$ cat src/pcm_defs.svh
/* Widths, table size and sample buffer depth for the PCM sound block */

`ifndef PCM_DEFS_SVH
`define PCM_DEFS_SVH

// Sample ROM map
`define PCM_ROM_AW   17     // Bank, ctrl bit 0, offset
`define PCM_OFS_W    14     // Offset inside one bank half

// Sample table
`define PCM_TBL_AW   5      // 8 entries of 4 bytes
`define PCM_LEN_W    16     // Sample length in bytes

// Flow control between fetch and playback
`define PCM_CREDITS  4      // Buffer depth, also initial credit count

`endif

$ cat src/pcm_pkg.sv
/* Vector types and sequencer state encoding shared by the PCM sound blocks */

`include "pcm_defs.svh"

package pcm_pkg;

    // ROM side
    typedef logic [`PCM_ROM_AW-1:0] rom_addr_t;
    typedef logic [`PCM_OFS_W-1:0]  ofs_t;     // Wraps inside the bank half
    typedef logic [`PCM_LEN_W-1:0]  len_t;

    // Raw byte from ROM or table, unsigned PCM
    typedef logic [7:0]             byte_t;
    // Output sample, two's complement
    typedef logic signed [7:0]      sample_t;

    typedef logic [`PCM_TBL_AW-1:0] tbl_addr_t;

    // Holds 0 up to PCM_CREDITS inclusive
    typedef logic [$clog2(`PCM_CREDITS+1)-1:0] credit_t;

    // Fetch sequencer
    typedef enum logic [1:0] {
        IDLE,       // Waiting for irqn falling edge
        LOOKUP,     // Reading 4 table bytes
        FETCH,      // ROM requests under credit
        DRAIN       // Waiting for the buffer to play out
    } seq_state_t;

endpackage

$ cat src/pcm_player.sv
/* Sample rate pacing, unsigned to signed conversion and output strobe */

`timescale 1ns/1ps

module pcm_player (
    input  logic             clk,
    input  logic             rst_i,
    input  logic             cen_pcm_i,     // One pulse per output sample
    // Buffer read side
    input  logic             empty_i,
    input  pcm_pkg::byte_t   pop_data_i,
    output logic             pop_o,
    // Sound output
    output pcm_pkg::sample_t snd_o,
    output logic             snd_valid_o
);

    // Pop only on a rate pulse with data waiting
    assign pop_o = cen_pcm_i & ~empty_i;

    // Strobe follows the pop by one clock
    always_ff @(posedge clk or posedge rst_i) begin
        if (rst_i) snd_valid_o <= 1'b0;
        else       snd_valid_o <= pop_o;
    end

    // Offset binary to two's complement, 0x80 is silence
    always_ff @(posedge clk or posedge rst_i) begin
        if (rst_i) begin
            snd_o <= '0;
        end else if (pop_o) begin
            snd_o <= {~pop_data_i[7], pop_data_i[6:0]};
        end
        // Underrun keeps the last sample
    end

endmodule

$ cat src/pcm_sample_fifo.sv
/* Four entry sample buffer between ROM fetch and playback, one credit per pop */

`timescale 1ns/1ps
`include "pcm_defs.svh"

module pcm_sample_fifo (
    input  logic           clk,
    input  logic           rst_i,
    // Write side, from ROM
    input  logic           push_i,
    input  pcm_pkg::byte_t push_data_i,
    // Read side, to player
    input  logic           pop_i,
    output pcm_pkg::byte_t pop_data_o,
    output logic           empty_o,
    // Credit back to the sequencer
    output logic           credit_o
);

    localparam int BUF_AW = $clog2(`PCM_CREDITS);

    pcm_pkg::byte_t    mem [0:`PCM_CREDITS-1];

    // Extra top bit tells full from empty
    logic [BUF_AW:0]   wr_ptr_q;
    logic [BUF_AW:0]   rd_ptr_q;
    logic              full;
    logic              pop_ok;

    assign empty_o = (wr_ptr_q == rd_ptr_q);
    assign full    = (wr_ptr_q[BUF_AW] != rd_ptr_q[BUF_AW]) &&
                     (wr_ptr_q[BUF_AW-1:0] == rd_ptr_q[BUF_AW-1:0]);

    assign pop_ok   = pop_i & ~empty_o;
    assign credit_o = pop_ok;                         // One credit per sample played

    // Head of the buffer, shown without a read cycle
    assign pop_data_o = mem[rd_ptr_q[BUF_AW-1:0]];

    // Storage
    always_ff @(posedge clk) begin
        if (push_i) begin
            mem[wr_ptr_q[BUF_AW-1:0]] <= push_data_i;
        end
    end

    // Write pointer
    always_ff @(posedge clk or posedge rst_i) begin
        if (rst_i)       wr_ptr_q <= '0;
        else if (push_i) wr_ptr_q <= wr_ptr_q + 1'b1;  // Credits keep it from overrunning
    end

    // Read pointer
    always_ff @(posedge clk or posedge rst_i) begin
        if (rst_i) begin
            rd_ptr_q <= '0;
        end else if (pop_ok) begin
            rd_ptr_q <= rd_ptr_q + 1'b1;
        end
    end

    // Sequencer must hold a credit for every push
    a_no_overflow: assert property (
        @(posedge clk) disable iff (rst_i)
        push_i |-> !full
    ) else $error("Push into full sample buffer, credit protocol broken");

endmodule

$ cat src/pcm_sequencer.sv
/* Command capture, bank decode, table lookup and credit limited sample ROM fetch */

`timescale 1ns/1ps
`include "pcm_defs.svh"

module pcm_sequencer (
    input  logic               clk,
    input  logic               rst_i,       // Local reset, active high
    // Host command
    input  pcm_pkg::byte_t     ctrl_i,
    input  logic               irqn_i,
    // Sample table
    output pcm_pkg::tbl_addr_t tbl_addr_o,
    input  pcm_pkg::byte_t     tbl_data_i,
    // Credit return from the buffer
    input  logic               credit_i,
    // Sample ROM
    output pcm_pkg::rom_addr_t pcm_addr_o,
    output logic               pcm_cs_o,
    input  logic               pcm_ok_i,
    // Buffer write strobe, data comes straight from ROM
    output logic               push_o,
    output logic               busy_o
);

    pcm_pkg::seq_state_t state_q;

    logic                irqn_q;        // Previous irqn for edge detect
    logic                irq_fall;
    logic [2:0]          entry_q;       // Table entry, ctrl bits 7..5
    logic [1:0]          bank_q;        // Latched priority decode
    logic                half_q;        // Latched ctrl bit 0
    logic [2:0]          step_q;        // Lookup step 0..4
    pcm_pkg::ofs_t       ofs_q;
    pcm_pkg::byte_t      len_lo_q;
    pcm_pkg::len_t       len_next;
    pcm_pkg::len_t       remain_q;      // Bytes not yet returned by ROM
    pcm_pkg::credit_t    credits_q;
    logic                cs_q;
    logic                lk_done;
    logic                issue;
    logic                rom_ack;

    assign irq_fall = irqn_q & ~irqn_i;

    // Address byte n at step n, data arrives at step n+1
    assign tbl_addr_o = {entry_q, step_q[1:0]};
    assign lk_done    = (state_q == pcm_pkg::LOOKUP) && (step_q == 3'd4);
    assign len_next   = {tbl_data_i, len_lo_q};  // Length high byte is on the bus now

    assign rom_ack = cs_q & pcm_ok_i;

    // New ROM request, one outstanding at most
    always_comb begin
        issue = 1'b0;
        if (credits_q != '0) begin
            if (lk_done) begin
                issue = (len_next != '0);
            end else if (state_q == pcm_pkg::FETCH) begin
                issue = !cs_q && (remain_q != '0);  // cs low one cycle after ack
            end
        end
    end

    assign pcm_addr_o = {bank_q, half_q, ofs_q};
    assign pcm_cs_o   = cs_q;
    assign push_o     = rom_ack;        // ROM byte valid this clock
    assign busy_o     = (state_q != pcm_pkg::IDLE);

    // irqn edge detector, idle level high
    always_ff @(posedge clk or posedge rst_i) begin
        if (rst_i) irqn_q <= 1'b1;
        else       irqn_q <= irqn_i;
    end

    // Main FSM
    always_ff @(posedge clk or posedge rst_i) begin
        if (rst_i) begin
            state_q  <= pcm_pkg::IDLE;
            step_q   <= '0;
            entry_q  <= '0;
            bank_q   <= '0;
            half_q   <= 1'b0;
        end else begin
            case (state_q)
                pcm_pkg::IDLE: begin
                    if (irq_fall) begin
                        state_q <= pcm_pkg::LOOKUP;
                        step_q  <= '0;
                        entry_q <= ctrl_i[7:5];
                        half_q  <= ctrl_i[0];
                        // Highest set bit of 4..1 wins
                        casez (ctrl_i[4:1])
                            4'b1???: bank_q <= 2'd3;
                            4'b01??: bank_q <= 2'd2;
                            4'b001?: bank_q <= 2'd1;
                            default: bank_q <= 2'd0;
                        endcase
                    end
                end
                pcm_pkg::LOOKUP: begin
                    step_q <= step_q + 3'd1;
                    if (lk_done) begin
                        // Zero length plays nothing
                        state_q <= (len_next == '0) ? pcm_pkg::IDLE : pcm_pkg::FETCH;
                    end
                end
                pcm_pkg::FETCH: begin
                    if (rom_ack && remain_q == pcm_pkg::len_t'(1)) begin
                        state_q <= pcm_pkg::DRAIN;  // Last byte in the buffer
                    end
                end
                pcm_pkg::DRAIN: begin
                    // All credits back means buffer empty and played
                    if (credits_q == pcm_pkg::credit_t'(`PCM_CREDITS)) begin
                        state_q <= pcm_pkg::IDLE;
                    end
                end
                default: state_q <= pcm_pkg::IDLE;
            endcase
        end
    end

    // Table bytes into offset and length
    always_ff @(posedge clk or posedge rst_i) begin
        if (rst_i) begin
            ofs_q    <= '0;
            len_lo_q <= '0;
            remain_q <= '0;
        end else begin
            if (state_q == pcm_pkg::LOOKUP) begin
                case (step_q)
                    3'd1:    ofs_q[7:0] <= tbl_data_i;
                    3'd2:    ofs_q[`PCM_OFS_W-1:8] <= tbl_data_i[`PCM_OFS_W-9:0];
                    3'd3:    len_lo_q <= tbl_data_i;
                    3'd4:    remain_q <= len_next;
                    default: ;
                endcase
            end else if (rom_ack) begin
                ofs_q    <= ofs_q + 1'b1;          // Wraps in 14 bits
                remain_q <= remain_q - 1'b1;
            end
        end
    end

    // ROM chip select, held until pcm_ok_i
    always_ff @(posedge clk or posedge rst_i) begin
        if (rst_i)        cs_q <= 1'b0;
        else if (issue)   cs_q <= 1'b1;
        else if (rom_ack) cs_q <= 1'b0;
    end

    // Spend on request, refund on every pop
    always_ff @(posedge clk or posedge rst_i) begin
        if (rst_i) begin
            credits_q <= pcm_pkg::credit_t'(`PCM_CREDITS);
        end else begin
            credits_q <= credits_q - pcm_pkg::credit_t'(issue)
                                   + pcm_pkg::credit_t'(credit_i);
        end
    end

    // Refunds never outnumber requests
    a_credit_bound: assert property (
        @(posedge clk) disable iff (rst_i)
        credits_q <= pcm_pkg::credit_t'(`PCM_CREDITS)
    ) else $error("Credit count above buffer depth");

    // Request held with a steady address until the ROM answers
    a_addr_stable: assert property (
        @(posedge clk) disable iff (rst_i)
        (pcm_cs_o && !pcm_ok_i) |=> (pcm_cs_o && $stable(pcm_addr_o))
    ) else $error("ROM request dropped or address moved before pcm_ok");

endmodule

$ cat src/pcm_sound.sv
/* Sample playback sound block top level, local reset and block instances */

`timescale 1ns/1ps

module pcm_sound (
    input  logic               clk,
    input  logic               arst_n_i,
    input  logic               cen_pcm_i,     // Output sample rate
    input  logic               soft_rstn_i,
    // Host command
    input  pcm_pkg::byte_t     ctrl_i,
    input  logic               irqn_i,
    // Table programming
    input  pcm_pkg::tbl_addr_t prog_addr_i,
    input  pcm_pkg::byte_t     prog_data_i,
    input  logic               prom_we_i,
    // Sample ROM
    output pcm_pkg::rom_addr_t pcm_addr_o,
    output logic               pcm_cs_o,
    input  pcm_pkg::byte_t     pcm_data_i,
    input  logic               pcm_ok_i,
    // Sound output
    output pcm_pkg::sample_t   snd_o,
    output logic               snd_valid_o,
    output logic               busy_o
);

    logic               rst_q;          // Local reset, active high
    pcm_pkg::tbl_addr_t tbl_addr;
    pcm_pkg::byte_t     tbl_data;
    logic               push;
    logic               pop;
    pcm_pkg::byte_t     pop_data;
    logic               empty;
    logic               credit;

    // Soft reset registered, one clock late
    always_ff @(posedge clk or negedge arst_n_i) begin
        if (!arst_n_i) rst_q <= 1'b1;
        else           rst_q <= ~soft_rstn_i;
    end

    pcm_table_ram u_table (
        .clk       ( clk         ),
        .wr_addr_i ( prog_addr_i ),
        .wr_data_i ( prog_data_i ),
        .we_i      ( prom_we_i   ),
        .rd_addr_i ( tbl_addr    ),
        .rd_data_o ( tbl_data    )
    );

    pcm_sequencer u_seq (
        .clk        ( clk        ),
        .rst_i      ( rst_q      ),
        .ctrl_i     ( ctrl_i     ),
        .irqn_i     ( irqn_i     ),
        .tbl_addr_o ( tbl_addr   ),
        .tbl_data_i ( tbl_data   ),
        .credit_i   ( credit     ),
        .pcm_addr_o ( pcm_addr_o ),
        .pcm_cs_o   ( pcm_cs_o   ),
        .pcm_ok_i   ( pcm_ok_i   ),
        .push_o     ( push       ),
        .busy_o     ( busy_o     )
    );

    // ROM data goes straight into the buffer
    pcm_sample_fifo u_fifo (
        .clk         ( clk        ),
        .rst_i       ( rst_q      ),
        .push_i      ( push       ),
        .push_data_i ( pcm_data_i ),
        .pop_i       ( pop        ),
        .pop_data_o  ( pop_data   ),
        .empty_o     ( empty      ),
        .credit_o    ( credit     )
    );

    pcm_player u_player (
        .clk         ( clk         ),
        .rst_i       ( rst_q       ),
        .cen_pcm_i   ( cen_pcm_i   ),
        .empty_i     ( empty       ),
        .pop_data_i  ( pop_data    ),
        .pop_o       ( pop         ),
        .snd_o       ( snd_o       ),
        .snd_valid_o ( snd_valid_o )
    );

endmodule

$ cat src/pcm_table_ram.sv
/* Sample table memory, 32 bytes, loaded through the programming port */

`timescale 1ns/1ps

module pcm_table_ram (
    input  logic              clk,
    // Programming port
    input  pcm_pkg::tbl_addr_t wr_addr_i,
    input  pcm_pkg::byte_t     wr_data_i,
    input  logic              we_i,
    // Sequencer side
    input  pcm_pkg::tbl_addr_t rd_addr_i,
    output pcm_pkg::byte_t     rd_data_o
);

    // 8 entries x 4 bytes: ofs lo, ofs hi, len lo, len hi
    pcm_pkg::byte_t mem [0:(1 << $bits(pcm_pkg::tbl_addr_t))-1];

    // Write on every clock with we_i high
    always_ff @(posedge clk) begin
        if (we_i) begin
            mem[wr_addr_i] <= wr_data_i;
        end
    end

    // Registered read, data one clock after address
    always_ff @(posedge clk) begin
        rd_data_o <= mem[rd_addr_i];
    end

endmodule

$ cat config.mk
export PLATFORM = sky130hd
export DESIGN_NAME = pcm_sound
export DESIGN_NICKNAME = d
export VERILOG_FILES = /design/src/pcm_pkg.sv /design/src/pcm_player.sv /design/src/pcm_sample_fifo.sv /design/src/pcm_sequencer.sv /design/src/pcm_sound.sv /design/src/pcm_table_ram.sv
export VERILOG_INCLUDE_DIRS = /design/src
export SDC_FILE = /design/constraint.sdc
export NUM_CORES = 1
export LEC_CHECK = 0
export BUFFER_PORTS_ARGS = -buffer_cell sky130_fd_sc_hd__buf_2
export CORE_ASPECT_RATIO = 0.7
export CORE_MARGIN = 2
export CORE_UTILIZATION = 45
export CTS_CLUSTER_DIAMETER = 120
export DETAILED_ROUTE_END_ITERATION = 6
export SYNTH_ARGS = -nofsm -noshare
export SYNTH_HDL_FRONTEND = slang
export SYNTH_SLANG_ARGS = --single-unit
export TNS_END_PERCENT = 1
$ cat constraint.sdc
create_clock -name clk -period 2.9 [get_ports clk]
set_input_delay 0.87 -clock clk [delete_from_list [all_inputs] [get_ports clk]]
set_output_delay 0.87 -clock clk [all_outputs]
set_load 0.05 [all_outputs]
==> key figures <==
Status
  • Status: finished clean

Floorplanning
  • Starting Density: between 40% and 50%
  • Chip height: 156 um
  • Core area: roughly 32000 sq um
  • Die Width: approximately 220 um
  • Total die area: roughly 35000 sq um
  • Standard-cell rows: 55
  • I/O Pins: 64

Clocking
  • CTS max path bufs: 3
  • Clock Tree Root: clkbuf_16
  • Post-CTS Setup Inserts: 0
  • Clock latency on the worst-skew pair: approximately 0.53 ns
  • CTS tree: built
  • Clock tree sinks: between 300 and 400
  • CTS buffer count: 37
  • CTS resizes: 0
  • Hold bufs inserted after CTS: 0
  • H-tree depth: 2
  • CTS clk-pin slew, worst paths: ~0.060 ns

Logic synthesis
  • Largest family of logic cells by synthesized area: multiplexers
  • Syn Nets: roughly 900
  • Xor and xnor area share after synthesis: less than 1%
  • Multiplexer share of the synthesized area: between 10% and 20%
  • Top cells by count, synth: edfxtp_1, mux4_2, dfrtp_1
  • Post-synth top area share: about three fifths
  • Post-synth EDFFs: roughly 290
  • Synth Area in Compound Gates: about 3.8%
  • Synth top area cells: edfxtp_1, mux4_2, dfrtp_1
  • Post-synthesis simple-gate area fraction: ~5.6%
  • Post-synthesis sequential area ratio: a little over 70%
  • Register bit total from synthesis: ~370
  • Synthesis Warnings: 0
  • Area share of fa/ha/maj cells after synthesis: 1.40%
  • Most common cell in the netlist: edfxtp_1
  • Main synth FF type: edfxtp_1
  • Post-Syn Area: 14900 sq um
  • Post-synth ARST share: 19.1%
  • Yosys cell types: 60
  • Cell taking the most area after synthesis: edfxtp_1
  • Syn Area/Cell: about 18 sq um
  • Syn Inst Count: between 800 and 900

Global routing
  • Tot GR Track Use: a little under a fifth
  • Vias in the first global route: approximately 7800
  • Initial antenna violation count: 1
  • GRT Residual Overflow: 0
  • Largest net degree at the start of global routing: 68
  • First-pass GRT wire length: about 50 mm

Final layout
  • Antenna cells: 0
  • Synth-to-layout area growth: 15.6%
  • Final core area utilization: a little over half
  • Final cell count without fillers: around 1400
  • Final #Nets: 1000
  • Fraction of layout instances using a drive strength above 1: a little over 30%
  • Post-route cell area: about 17000 sq um

Timing
  • Unrepaired setup endpoints after global routing: no
  • Final Hold Fails: 0
  • Final setup violation count: 0
  • Tcrit/Tclk final: a little over nine tenths
  • Max frequency: between 300 and 400 MHz
  • TNS Setup: 0 ns
  • Min Clock Period, post-route: between 2 and 3 ns
  • Worst-Margin Slew: 0.991 ns
  • Slew margin rel.: between 30% and 40%
  • Fin. max-slew vios: 0
  • Setup Skew: 0.0165 ns

Power and ir drop
  • Peak VDD IR: 0.524 mV
  • LEAKAGE: about 6 nW
  • Power Dens Cells: ~980 nW/um^2

Route
  • DRC: 0
  • Vias/cell: between 5 and 6
  • WL final: around 32 mm
  • DR vias: 7954
  • DRT antenna net count: 0
  • Drt pass-1 iters: 7
  • Drt wl/cell: around 23 um
  • Iteration-0 DRC Markers: between 900 and 1000

Worst setup path
  • Path depth of the worst reg2reg path: 12
  • Type of destination of the critical path: flip-flop
  • Crit path DAT: about 3.2 ns
  • CP Launch Type: flip-flop
  • Critical path class: reg -> reg
  • CP required: ~3.4 ns
  • Crit Path Max Fanout: 3

Place
  • Placed cell area: 16000 sq um
  • Final Wtd Congestion: between 0.8 and 0.9
  • Post-Place Cells: approximately 1300
  • Detailed placement HPWL: ~20 mm
  • I/O Buffers: 62

Job
  • Max Cap Viol: 0

Min path
  • HP Class: in -> async
-- state kept, by name (all words and copies together) (netlist names), named ones only --
name	count
u_table.mem	256
u_fifo.mem	32
u_seq.remain_q	16
u_seq.ofs_q	14
u_player.snd_o	8
u_seq.len_lo_q	8
u_table.rd_data_o	8
u_fifo.rd_ptr_q	3
u_fifo.wr_ptr_q	3
u_seq.credits_q	3
u_seq.entry_q	3
u_seq.step_q	3
u_seq.bank_q	2
rst_q	1
u_player.snd_valid_o	1
u_seq.half_q	1
u_seq.irqn_q	1
u_seq.pcm_cs_o	1
u_seq.state_q	1
-- placed cells by master, fill, tap and decap left out, types with 4 or more instances in the layout --
| cell | netlist | routed |
|---|---|---|
| nand2_1 | 40 | 40 |
| mux4_2 | 88 | 88 |
| nand3_1 | 14 | 14 |
| mux2_2 | 28 | 28 |
| a21oi_1 | 27 | 27 |
| ha_1 | 15 | 15 |
| nor3_1 | 8 | 8 |
| and2_1 | 5 | 5 |
| xnor2_1 | 5 | 5 |
| inv_1 | 18 | 17 |
| or3_1 | 6 | 6 |
| o21ai_0 | 16 | 16 |
| clkbuf_1 | 23 | 8 |
| buf_4 | 1 | 55 |
| nand3b_1 | 5 | 5 |
| dfrtp_1 | 67 | 65 |
| o22a_1 | 4 | 4 |
| clkbuf_16 | 0 | 39 |
| nor2_1 | 57 | 57 |
| nor4_1 | 7 | 6 |
| and3_1 | 7 | 7 |
| clkinv_2 | 0 | 7 |
| clkinv_1 | 0 | 8 |
| mux2i_1 | 4 | 4 |
| edfxtp_1 | 288 | 288 |
| xor2_1 | 5 | 5 |
| o22ai_1 | 11 | 11 |
| dfxtp_1 | 8 | 8 |
| buf_2 | 5 | 62 |
-- where the power goes --
group / internal [mW] / leakage (nW) / total, mW / switching (mW)
registers: 6.30 / 3.49 / 6.92 / 0.620
clock network: 2.73 / 0.581 / 4.68 / 1.95
logic: 2.30 / 1.94 / 5.25 / 2.95
total: 11.3 / 6.01 / 16.9 / 5.52
-- layout make-up --
class / instances / area (sq um)
fill: 2554 / 15200
inverter: 18 / 67.6
sequential: 366 / 10600
timing repair buffer: 119 / 763
clock inverter: 21 / 180
multi-input combinational: 406 / 4050
clock buffer: 47 / 1010
tap: 427 / 534
-- cells by family (layout without fill, tap and decap cells) --
group / Yosys count / after routing
AND/OR/NAND/NOR: 171 / 171
multiplexers: 120 / 120
buffers and inverters: 56 / 205
XOR/XNOR: 10 / 10
adder cells (fa/ha/maj): 16 / 16
AO/OA/AOI/OAI: 89 / 89
flip-flops: 366 / 366
-- critical path, stage by stage (launching register included) --
cell,delay [ns]
dfrtp_1,0.38
or4_4,0.56
nor4_2,0.15
buf_4,0.17
a311o_1,0.16
a21oi_1,0.08
ha_1,0.29
inv_1,0.05
ha_1,0.13
inv_1,0.04
fa_1,0.37
xnor2_1,0.17
xnor2_1,0.13
-- metrics by stage --
stage / worst slack [ns] / hold slack (ns) / power, mW
after floorplan: 0.0932 / 0.461 / 10.8
after global placement: 0.0506 / 0.406 / 12.2
after detailed placement: 0.0609 / 0.403 / 12.3
after CTS: 0.0432 / 0.239 / 17.0
after global routing: 0.00632 / 0.246 / 17.7
final: 0.146 / 0.269 / 16.9
-- worst paths after layout --
check	from	endpoint	slack (ns)
max in group asynchronous	rst_q$_DFF_PN1_	u_seq.ofs_q[10]$_DFFE_PP0P_	1.86
worst max register to register	u_seq.remain_q[8]$_DFFE_PP0P_	u_seq.credits_q[2]$_DFF_PP1_	0.15
worst min register to register	rst_q$_DFF_PN1_	u_seq.pcm_cs_o$_DFFE_PP0P_	0.36
worst max-delay path	u_seq.remain_q[8]$_DFFE_PP0P_	u_seq.credits_q[2]$_DFF_PP1_	0.15
worst min-delay path	arst_n_i	rst_q$_DFF_PN1_	0.27
min in group clk	irqn_i	u_seq.irqn_q$_DFF_PP1_	0.45
-- metal layers --
layer / part of all wire, % / wire [um] / up-vias / global-route usage, %
li1: - / - / 3545 / -
met1: 49 / 16000 / 4151 / 30.2
met2: 43 / 13800 / 218 / 26.7
met3: 6.4 / 2060 / 40 / 4.22
met4: 1.3 / 434 / 0 / 4.35
met5: 0 / 0 / - / 0
(Power assumes the default switching activity.)
